## src/rtl/csi_pkg.sv

```systemverilog
package csi_pkg;

	////////////////////
	// Lane layout

	// Data lanes on the receiver
	localparam int CSI_LANES = 4;

	// RAW8 pixel
	localparam int RAW_W = 8;

	// One receiver slot per lane, pixel sits in the upper bits
	localparam int RX_SLOT_W = 12;

	// Full receiver word, four slots
	localparam int RX_WORD_W = CSI_LANES * RX_SLOT_W;

	// Packed pixel word, lane 0 in the low byte
	localparam int PIX_WORD_W = CSI_LANES * RAW_W;

	////////////////////
	// Lane polarity

	// One bit per data lane, set where P and N are swapped on the board
	typedef logic [CSI_LANES-1:0] lane_flip_t;

endpackage

```

## src/rtl/bus_pkg.sv

```systemverilog
package bus_pkg;

	////////////////////
	// Wishbone widths

	localparam int WB_AW = 16;
	localparam int WB_DW = 32;

	////////////////////
	// Register commands

	// Command byte width
	localparam int REG_CMD_W = 8;

	// Flash enable, bit 0
	localparam logic [REG_CMD_W-1:0] REG_FLASH_EN = 8'h00;
	// Backlight duty, bits 7..0
	localparam logic [REG_CMD_W-1:0] REG_PWM_DUTY = 8'h03;
	// Read-only status
	localparam logic [REG_CMD_W-1:0] REG_STATUS = 8'h04;

	// Status fields
	localparam int STAT_FCNT_W = 4;
	localparam int STAT_OVF_BIT = 8;

	////////////////////
	// Host address word

	// Region bit clear, frame-buffer word address
	typedef struct packed {
		logic region;
		logic [WB_AW-2:0] word;
	} mem_view_t;

	// Region bit set, command in the low byte
	typedef struct packed {
		logic region;
		logic [WB_AW-REG_CMD_W-2:0] rsvd;
		logic [REG_CMD_W-1:0] cmd;
	} reg_view_t;

	typedef union packed {
		mem_view_t mem;
		reg_view_t regv;
	} host_addr_u;

endpackage

```

## src/rtl/frame_writer.sv

```systemverilog
module frame_writer
	import csi_pkg::*;
	import bus_pkg::*;
#(
	parameter int FIFO_DEPTH = 4,
	parameter int FB_AW = 10
) (
	input  logic w_csi_rx_clk,
	input  logic w_sys_rstn,
	input  logic pix_valid_i,
	input  logic [PIX_WORD_W-1:0] pix_word_i,
	input  logic frame_start_i,
	output logic wb_cyc_o,
	output logic wb_stb_o,
	output logic wb_we_o,
	output logic [WB_AW-1:0] wb_adr_o,
	output logic [WB_DW-1:0] wb_dat_o,
	input  logic wb_ack_i,
	output logic overflow_o
);

	localparam int PTR_W = (FIFO_DEPTH > 1) ? $clog2(FIFO_DEPTH) : 1;
	localparam int CNT_W = $clog2(FIFO_DEPTH + 1);

	// Word and its address travel together
	logic [PIX_WORD_W-1:0] fifo_word [FIFO_DEPTH];
	logic [FB_AW-1:0] fifo_adr [FIFO_DEPTH];

	logic [PTR_W-1:0] wr_ptr_q;
	logic [PTR_W-1:0] rd_ptr_q;
	logic [CNT_W-1:0] count_q;
	logic [FB_AW-1:0] wr_adr_q;
	logic [FB_AW-1:0] entry_adr;
	logic fifo_full;
	logic fifo_empty;
	logic push;
	logic pop;
	logic req_q;
	logic ovf_q;

	function automatic logic [PTR_W-1:0] ptr_next(input logic [PTR_W-1:0] ptr);
		ptr_next = (ptr == PTR_W'(FIFO_DEPTH - 1)) ? '0 : ptr + 1'b1;
	endfunction

	assign fifo_full = (count_q == CNT_W'(FIFO_DEPTH));
	assign fifo_empty = (count_q == '0);
	// Pixels never stall, a full FIFO drops the word
	assign push = pix_valid_i && !fifo_full;
	assign pop = req_q && wb_ack_i;
	// New frame restarts at word 0
	assign entry_adr = frame_start_i ? '0 : wr_adr_q;

	////////////////////
	// FIFO storage

	always_ff @(posedge w_csi_rx_clk) begin
		if (push) begin
			fifo_word[wr_ptr_q] <= pix_word_i;
			fifo_adr[wr_ptr_q] <= entry_adr;
		end
	end

	////////////////////
	// Pointers, address counter, bus request

	always_ff @(posedge w_csi_rx_clk or negedge w_sys_rstn) begin
		if (!w_sys_rstn) begin
			wr_ptr_q <= '0;
			rd_ptr_q <= '0;
			count_q <= '0;
			wr_adr_q <= '0;
			req_q <= 1'b0;
			ovf_q <= 1'b0;
		end else begin
			if (push) begin
				wr_ptr_q <= ptr_next(wr_ptr_q);
			end
			if (pop) begin
				rd_ptr_q <= ptr_next(rd_ptr_q);
			end
			case ({push, pop})
				2'b10: count_q <= count_q + 1'b1;
				2'b01: count_q <= count_q - 1'b1;
				default: ;
			endcase
			// Wraps at the buffer size
			if (push) begin
				wr_adr_q <= entry_adr + 1'b1;
			end else if (frame_start_i) begin
				wr_adr_q <= '0;
			end
			// One transfer per cyc, raised a cycle after data is queued
			if (pop) begin
				req_q <= 1'b0;
			end else if (!req_q && !fifo_empty) begin
				req_q <= 1'b1;
			end
			ovf_q <= pix_valid_i && fifo_full;
		end
	end

	// Head entry held until ack
	assign wb_cyc_o = req_q;
	assign wb_stb_o = req_q;
	assign wb_we_o = 1'b1;
	// Memory region, region bit stays clear
	assign wb_adr_o = {{(WB_AW-FB_AW){1'b0}}, fifo_adr[rd_ptr_q]};
	assign wb_dat_o = fifo_word[rd_ptr_q];
	assign overflow_o = ovf_q;

endmodule

```

## config.mk

```make
export PLATFORM = sky130hd
export DESIGN_NAME = frame_writer
export DESIGN_NICKNAME = d
export VERILOG_FILES = /design/src/rtl/csi_pkg.sv /design/src/rtl/bus_pkg.sv /design/src/rtl/frame_writer.sv
export SDC_FILE = /design/constraint.sdc
export NUM_CORES = 1
export LEC_CHECK = 0
export ABC_AREA = 1
export BUFFER_PORTS_ARGS = -buffer_cell sky130_fd_sc_hd__buf_2
export CORE_MARGIN = 2
export CORE_UTILIZATION = 30
export CTS_CLUSTER_SIZE = 24
export DETAILED_ROUTE_END_ITERATION = 8
export GPL_TIMING_DRIVEN = 0
export SLEW_MARGIN = 5
export SYNTH_ARGS = -nofsm -noshare
export SYNTH_HDL_FRONTEND = slang
export SYNTH_SLANG_ARGS = --single-unit
```

## constraint.sdc

```tcl
create_clock -name w_csi_rx_clk -period 3.5 [get_ports w_csi_rx_clk]
set_input_delay 0.175 -clock w_csi_rx_clk [delete_from_list [all_inputs] [get_ports w_csi_rx_clk]]
set_output_delay 0.175 -clock w_csi_rx_clk [all_outputs]
set_load 0.02 [all_outputs]
```

==> results of run 1 <==
-- per-layer routing --
metal / track usage, % / up-vias / share of wire (%)
met5: 0 / - / 0
met4: 4.750 / 0 / 0.72
met3: 2.763 / 6 / 3.9
met2: 21.61 / 93 / 50
met1: 16.61 / 2270 / 45
li1: - / 2275 / -
-- worst paths after layout --
check	from	to	slack [ps]	cells past startpoint
worst min register to register	count_q[2]	count_q[2]	520	1
max in group asynchronous	w_sys_rstn	wr_adr_q[6]	2900	2
min in group asynchronous	w_sys_rstn	wr_adr_q[0]	250	2
worst max register to register	count_q[1]	count_q[2]	1550	11
worst max-delay path	rd_ptr_q[1]	wb_adr_o[0]	1050	5
worst min-delay path	wb_ack_i	wb_cyc_o	170	4
-- final cells by class --
class	instances	share of cell area (%)
clock inverter	15	1.651
inverter	26	1.055
tap	324	4.384
clock buffer	17	4.601
multi-input combinational	312	17.10
buffer	36	2.192
sequential	187	59.70
timing repair buffer	120	9.310
-- cells in the final DEF, fill, tap and decap left out, types with 11 or more instances in the layout --
cell type        n
buf_2           90
buf_4           11
clkbuf_1        14
clkbuf_16       17
dfrtp_1         19
dlygate4sd3_1   34
edfxtp_1       168
inv_1           23
nand2_1         40
nor2_1          96
o21ai_0         89
o22ai_1         42
-- sequential cells by signal (all words and copies together), names as in the netlist --
register and count:
wr_adr_q 10, count_q 3, rd_ptr_q 2, fifo_word 128, overflow_o 1, wr_ptr_q 2, fifo_adr 40, wb_cyc_o 1
-- cells in the mapped netlist --
master	number	area (um2)
nand2_2	2	12.51
o21ai_0	89	445.4
xnor2_1	3	26.28
ha_1	7	87.58
a21oi_1	1	5.000
edfxtp_1	168	5045
buf_2	9	45.04
nand3_2	2	20.02
inv_2	3	11.26
buf_6	2	22.52
nand3_1	7	35.03
nor3_1	1	5.000
inv_1	23	86.33
nor2_2	2	12.51
fa_1	1	20.02
o21ai_1	1	5.000
dfrtp_1	19	475.5
nand2_4	1	11.26
xor2_1	3	26.28
nor2_1	100	375.4
nand3b_1	1	7.510
nor2_4	1	11.26
clkbuf_1	14	52.55
nand4_1	1	6.260
conb_1	2	7.510
buf_4	11	82.58
o22ai_1	42	262.8
nand2_1	40	150.1
-- where the power goes --
group	switching, mW	leakage (nW)	internal, mW	total [mW]
combinational	1.94	1.34	0.855	2.80
clock	0.865	0.277	1.01	1.87
sequential	0.126	1.79	2.91	3.04
-- worst max-delay path: stages (launching register included) --
cell and delay (ps):
dfrtp_1 480, inv_1 250, clkbuf_1 410, o21ai_0 180, o22ai_1 300, buf_2 230
-- cells by family after synthesis --
logic type / synth area share, %
buffers and inverters: 4.084
adder cells (fa/ha/maj): 1.463
AO/OA/AOI/OAI: 9.767
XOR/XNOR: 0.7148
AND/OR/NAND/NOR: 8.797
other: 0.1021
flip-flops: 75.07
-- metrics by stage --
stage / setup WS, ps / cell area, um2
detailed placement: 1451 / 8328
global placement: -1003 / 8183
finish: 1050 / 9246
floorplan: 601.7 / 7372
CTS: 989.0 / 9246
global route: 873.7 / 9246
==> results.json, run 1 <==
{
  "clk_pin_slew_ps": 70,
  "status": "finished, final reports clean",
  "arrival_ps": 2270,
  "power.total_mw": 7.713,
  "finish.utilization_pct": 38.24,
  "rsz0062_at_grt": "no",
  "multi_input_area_mm2": 0.001582,
  "numPlacedInstances": 971,
  "syn_area_per_cell_um2": 13.23,
  "grt_pass1_wl_um": 25160,
  "ys_types": 28,
  "cts_hold_buffers": 34,
  "drv_slew": 0,
  "antenna_left": 0,
  "fin_nets": 745,
  "cts_sinks": 187,
  "fillers": 2336,
  "drt_first_pass_iters": 4,
  "initial_utilization_pct": 30.41,
  "fin_crit_sh_pct": 70.00,
  "slew_headroom_pct": 51.20,
  "fin_cells": 1037,
  "drv_cap": 0,
  "fin_worst_skew_ps": 7.736,
  "drt_wl_total_um": 16300,
  "critical_path_class": "reg -> out",
  "die_width_um": 160.6,
  "die-area_mm2": 0.02578,
  "cp_max_fo": 10,
  "antenna_found_initial": 0,
  "cts_tree": "built",
  "wl_per_cell_um": 15.72,
  "diodes": 0,
  "fmax_ghz": 0.4082,
  "worstMarginPinSlew_ps": 730.3,
  "vias": 4644,
  "insertion_delay_ps": 420,
  "period_needed_ps": 2450,
  "io_pins": 89,
  "cp-end-kind": "output port",
  "required_ps": 3320,
  "rows": 57,
  "portBuffers": 81,
  "gp_congestion": 0.7134,
  "synth_cells": 556,
  "dp_hpwl_um": 10400,
  "setup_violations": 0,
  "fin_tns_setup_ps": 0,
  "drc": 0,
  "cts_max_path_buffers": 2,
  "synth_area_mm2": 0.007353,
  "cts_buffers": 17,
  "grt_usage_pct": 12.93,
  "hp-class": "in -> reg",
  "ys_ff_latch": 187,
  "post_cts_buffers": 0,
  "pwr_density_cell_mw_per_mm2": 834.2,
  "timing.hold.ws_ps": 166.5,
  "synth-seq-area-share_pct": 75.07,
  "dr.first_iter.drc_count": 217,
  "grt_max_degree": 26,
  "die_h_um": 160.6,
  "coreArea_mm2": 0.02418,
  "drive_gt1_share_pct": 21.74,
  "p_leak_nw": 3.406,
  "cts.repair.resized": 0,
  "htreeDepth": 4,
  "grt-ovfl-total": 0,
  "vias_per_cell": 4.478,
  "final_hold_viol_count": 0,
  "startpoint_type": "flip-flop",
  "syn_to_final_growth_pct": 25.74,
  "grt_pass1_vias": 4589,
  "ir_drop_v": 0.0004002,
  "cts_root_buf": "clkbuf_16",
  "regArea_mm2": 0.005520,
  "yosys_warnings": 0
}
Power figures use the tool's default switching activity.
==> run 2, diff against run 1 <==
==> constraint.sdc (replaced) <==
create_clock -name w_csi_rx_clk -period 2.2 [get_ports w_csi_rx_clk]
set_input_delay 0.11 -clock w_csi_rx_clk [delete_from_list [all_inputs] [get_ports w_csi_rx_clk]]
set_output_delay 0.11 -clock w_csi_rx_clk [all_outputs]
set_load 0.02 [all_outputs]
==> results.json, run 2 (synthesized netlist as in run 1, its figures left out) <==
{
  "dp_hpwl_um": 10400,
  "cp.buffers_inverters": 2,
  "cts_max_path_buffers": 2,
  "drive_gt1_share_pct": 23.84,
  "coreArea_mm2": 0.02418,
  "p_clk_share_pct": 24.2,
  "initial_utilization_pct": 30.41,
  "grt_max_degree": 26,
  "grt_pass1_vias": 4585,
  "regMostFlops": "fifo_word",
  "placed_area_mm2": 0.008328,
  "die-area_mm2": 0.02578,
  "vias": 4665,
  "htreeDepth": 4,
  "startpoint_type": "flip-flop",
  "ir_drop_v": 0.0006455,
  "cts_root_buf": "clkbuf_16",
  "cp_cell_sequence": "clkbuf_1 > o21ai_0 > o22ai_1 > buf_2",
  "grt_pass1_wl_um": 25190,
  "drv_slew": 0,
  "cts_buffers": 17,
  "power.total_mw": 12.38,
  "hp-class": "in -> reg",
  "fin_tns_setup_ps": 0,
  "final_hold_viol_count": 0,
  "cts_sinks": 187,
  "use_met2_pct": 21.55,
  "gp_congestion": 0.7134,
  "final_common_cell": "edfxtp_1",
  "drt_first_pass_iters": 4,
  "p_leak_nw": 3.452,
  "cp_max_fo": 10,
  "slew_headroom_pct": 51.76,
  "critPathMaxStageDelay_ps": 470,
  "p_sw_mw": 4.713,
  "rows": 57,
  "io_pins": 89,
  "p_comb_share_pct": 36.8,
  "grt-ovfl-total": 0,
  "clk_pin_slew_ps": 70,
  "pwr_density_cell_mw_per_mm2": 1332,
  "fin_crit_sh_pct": 96.37,
  "critPathTopFamily": "buffers and inverters",
  "portBuffers": 81,
  "die_h_um": 160.6,
  "top_usage_layer": "met2",
  "cp-end-kind": "output port",
  "required_ps": 2090,
  "largest_register_ffs": 128,
  "antenna_left": 0,
  "internal-power_mw": 7.666,
  "drt_wl_total_um": 16380,
  "power_frac_seq_pct": 39.1,
  "final_cell_mix": "168 x edfxtp_1, 96 x nor2_1, 89 x o21ai_0",
  "arrival_ps": 2010,
  "die_width_um": 160.6,
  "status": "finished, final reports clean",
  "insertion_delay_ps": 420,
  "crit_slowest_cell": "dfrtp_1",
  "diodes": 0,
  "largestRegisters": "fifo_word: 128 flops, fifo_adr: 40 flops, wr_adr_q: 10 flops",
  "timing.hold.ws_ps": 95.41,
  "cts_tree": "built",
  "use_met3_pct": 2.763,
  "finish.utilization_pct": 38.43,
  "rsz0062_at_grt": "yes",
  "switching_share_pct": 38.07,
  "vias_per_cell": 4.499,
  "fin_worst_skew_ps": 7.494,
  "met1_usage_pct": 16.70,
  "dr.first_iter.drc_count": 240,
  "critical_path_class": "reg -> out",
  "fmax_ghz": 0.4717,
  "worstMarginPinSlew_ps": 721.9,
  "setup_violations": 0,
  "grt_usage_pct": 12.94,
  "drv_cap": 0,
  "antenna_found_initial": 0,
  "period_needed_ps": 2120,
  "post_cts_buffers": 0,
  "final_cell_area_mm2": 0.009291,
  "syn_to_final_growth_pct": 26.36,
  "fin_nets": 745,
  "drc": 0,
  "wl_per_cell_um": 15.80
}
==> run 2: worst reg2reg max path: stages (launching register included) <==
cell     delay (ps)
dfrtp_1         410
nor2_2          150
nand2_2          70
nand2_2          90
buf_6           190
ha_1            170
inv_1            70
fa_1            390
nor2_1          120
nor2_1           40
nand2_1          70
xnor2_1         110
==> run 2: power by group through the flow <==
stage,clock network [mW],registers (mW),logic (mW)
final,2.99,4.84,4.55
after global routing,3.19,4.90,5.01
after CTS,3.06,4.84,4.58
after detailed placement,0,4.92,4.50
after global placement,0,4.99,4.30
after floorplan,0,4.92,2.71
==> run 2: area by class of cell <==
class | count | area [um2]
Sequential cell | 187 | 5520
Multi-Input combinational cell | 312 | 1600
Clock buffer | 17 | 425.4
Inverter | 26 | 97.59
Tap cell | 324 | 405.4
Fill cell | 2338 | 14890
Timing Repair Buffer | 120 | 860.8
Clock inverter | 15 | 152.6
Buffer | 36 | 229.0
==> run 2: metal layers <==
layer / vias to the layer above / share of wire, %
met5: - / 0
met4: 0 / 1.0
li1: 2276 / -
met3: 11 / 3.8
met2: 97 / 50
met1: 2281 / 46
==> run 2: timing repair <==
action / CTS / global route
setup endpoints to repair: 39 / 18
pin swaps: 0 / 0
hold buffers: 34 / 0
endpoints found under the hold margin: 148 / 0
gates resized for setup: 8 / 18
==> run 2: per-stage QoR <==
| step | std cells | setup slack, ps |
|---|---|---|
| 6_report | 1037 | 79.82 |
| 5_1_grt | 1037 | -26.17 |
| 2_1_floorplan | 561 | -698.3 |
| 3_3_place_gp | 966 | -2303 |
| 3_5_place_dp | 971 | 216.4 |
| 4_1_cts | 1037 | 0.8273 |
==> run 2: path summary, 6_finish.rpt <==
kind,cells after the start,endpoint,from,slack [ps]
hold / removal,4,wb_cyc_o,wb_ack_i,100
setup / recovery,4,wb_dat_o[23],rd_ptr_q[0],80
setup reg to reg,11,count_q[2],count_q[1],250
min in group asynchronous,2,wr_adr_q[0],w_sys_rstn,190
hold reg to reg,1,count_q[2],count_q[2],520
max in group asynchronous,2,wr_adr_q[6],w_sys_rstn,1670
==> run 3, diff against run 2 <==
--- a/config.mk
+++ b/config.mk
@@ -5,7 +5,6 @@
 export SDC_FILE = /design/constraint.sdc
 export NUM_CORES = 1
 export LEC_CHECK = 0
-export ABC_AREA = 1
 export BUFFER_PORTS_ARGS = -buffer_cell sky130_fd_sc_hd__buf_2
 export CORE_MARGIN = 2
 export CORE_UTILIZATION = 30
==> results.json, run 3 <==
{
  "dp_hpwl_um": 7952,
  "portBuffers": 81,
  "grt_usage_pct": 10.92,
  "cts_tree": "built",
  "period_needed_ps": 2016,
  "regMostFlops": "fifo_word",
  "ys_ff_latch": 187,
  "critical_path_class": "reg -> reg",
  "required_ps": 2540,
  "arrival_ps": 2350,
  "cp-end-kind": "flip-flop",
  "grt_pass1_vias": 3772,
  "drt_wl_total_um": 13210,
  "synthTopCellsByCount": "168 x edfxtp_1, 42 x mux4_2, 19 x dfrtp_1",
  "die_h_um": 159.2,
  "drt_first_pass_iters": 4,
  "vias": 3423,
  "io_pins": 89,
  "vias_per_cell": 4.311,
  "clk_pin_slew_ps": 70,
  "pwr_density_cell_mw_per_mm2": 1288,
  "antenna_left": 0,
  "yosys_warnings": 0,
  "ir_drop_v": 0.0005444,
  "insertion_delay_ps": 410,
  "critPathTopFamily": "adder cells",
  "dr_wl_met3_um": 412,
  "p_leak_nw": 3.215,
  "fin_nets": 507,
  "route.met2.wl_um": 6948,
  "die_width_um": 159.2,
  "worstMarginPinSlew_ps": 705.0,
  "synth.area.top_cells": "edfxtp_1 70%, mux4_2 13%, dfrtp_1 6.6%",
  "crit_slowest_cell": "dfrtp_2",
  "grt_pass1_wl_um": 20880,
  "synth-seq-area-share_pct": 76.40,
  "grt-ovfl-total": 0,
  "drv_cap": 0,
  "initial_utilization_pct": 30.69,
  "final_hold_viol_count": 0,
  "cts_root_buf": "clkbuf_16",
  "largest_register_ffs": 128,
  "crit_start": "count_q[0]",
  "rsz0062_at_grt": "no",
  "power.total_mw": 11.61,
  "diodes": 0,
  "ys_types": 33,
  "synth_area_mm2": 0.007226,
  "post-synth-top-count-cell": "edfxtp_1",
  "syn_to_final_growth_pct": 24.74,
  "drc": 0,
  "antenna_found_initial": 0,
  "cts_max_path_buffers": 2,
  "drv_slew": 0,
  "grt_max_degree": 43,
  "synth_cells": 323,
  "htreeDepth": 4,
  "fin_tns_setup_ps": 0,
  "yosysTopAreaCellShare_pct": 69.82,
  "slew_headroom_pct": 53.00,
  "async_reset_ff_share_pct": 10.16,
  "startpoint_type": "flip-flop",
  "syn_area_per_cell_um2": 22.37,
  "die-area_mm2": 0.02534,
  "cp_max_fo": 12,
  "hp-class": "in -> reg",
  "cp_cell_sequence": "nor3b_4 > nor2b_4 > inv_1 > ha_2 > inv_1 > fa_1 > xor2_1 > nor2_1 > xor2_1",
  "wl_per_cell_um": 16.64,
  "cp.buffers_inverters": 2,
  "top_layer": "met4",
  "cts_buffers": 17,
  "coreArea_mm2": 0.02354,
  "rows": 56,
  "gp_congestion": 0.6590,
  "wl_met1_um": 5735,
  "drive_gt1_share_pct": 41.47,
  "fmax_ghz": 0.4961,
  "yosys.area.top_type": "edfxtp_1",
  "dr.first_iter.drc_count": 136,
  "cts_sinks": 187,
  "largestRegisters": "fifo_word: 128 flops, fifo_adr: 40 flops, wr_adr_q: 10 flops",
  "status": "finished, final reports clean",
  "ys.flop_type": "edfxtp_1",
  "critPathMaxStageDelay_ps": 450,
  "synth-edff-count": 168,
  "fin_worst_skew_ps": 11.09,
  "setup_violations": 0,
  "final_cell_mix": "168 x edfxtp_1, 83 x buf_2, 42 x mux4_2",
  "fin_crit_sh_pct": 91.63,
  "rr_startpoint": "count_q[0]",
  "hold_start": "wb_ack_i",
  "final_common_cell": "edfxtp_1"
}
[run 3: cells by family after synthesis]
| group | count (synthesis) | share of synthesized area [%] |
|---|---|---|
| xor+xnor | 12 | 1.455 |
| other cells | 2 | 0.1039 |
| fa+ha+maj | 8 | 1.489 |
| compound gates | 3 | 0.2425 |
| buf+inv | 28 | 2.580 |
| simple gates | 38 | 4.190 |
| flops | 187 | 76.40 |
| mux | 45 | 13.54 |
[run 3: final cells by class]
class	instances	area [um2]
plain buffers	18	152.6
clock buffers	17	425.4
clock inverters	15	168.9
fillers	2178	14530
inverters	8	30.03
multi-input cells	113	1555
flip-flops and latches	187	5522
well taps	319	399.1
repair buffers	117	760.7
[run 3: worst paths after layout]
path                          endpoint  slack, ps  cells after the start
hold / removal                wb_cyc_o        100                      4
setup reg to reg            count_q[2]        180                      9
min in group asynchronous  wr_adr_q[4]        180                      2
hold reg to reg             count_q[2]        500                      1
setup / recovery            count_q[2]        180                      9
max in group asynchronous   count_q[0]       1680                      2
[run 3: power breakdown]
part / switching [mW] / internal [mW] / total [mW]
Clock: 1.29 / 1.79 / 3.08
Sequential: 0.210 / 4.67 / 4.88
Combinational: 2.12 / 1.54 / 3.65
Total: 3.61 / 8.00 / 11.6
[run 3: repair_timing]
item	4_1_cts	5_1_grt
gates resized for setup	3	6
endpoints found under the hold margin	148	0
pin swaps	1	1
gates cloned	0	0
hold buffers	34	0
setup endpoints to repair	170	113
buffers inserted	1	1
[run 3: metrics by stage]
step                      utilization [%]  instances  hold WS, ps  area (um2)  setup slack, ps
after floorplan                         -        328       -185.6        7249            138.3
after CTS                           38.23        795        68.94        9001           -255.2
after global routing                38.29        794        113.6        9014            59.41
final                               38.29        794        98.41        9014            184.2
after global placement              34.21        728        80.21        8054           -226.3
after detailed placement            34.21        728        87.81        8054           -270.9
[run 3: worst reg2reg max path, delay by kind of cell (launching register included)]
family        cells  cell delay [ps]
xor+xnor          2              330
simple gates      3              470
buf+inv           2              130
fa+ha+maj         2              570
flops             1              450
[run 3: routing by layer]
metal / vias up / track usage, %
met2: 60 / 19.13
met5: - / 0
li1: 1558 / -
met3: 8 / 2.970
met1: 1797 / 13.30
met4: 0 / 3.017
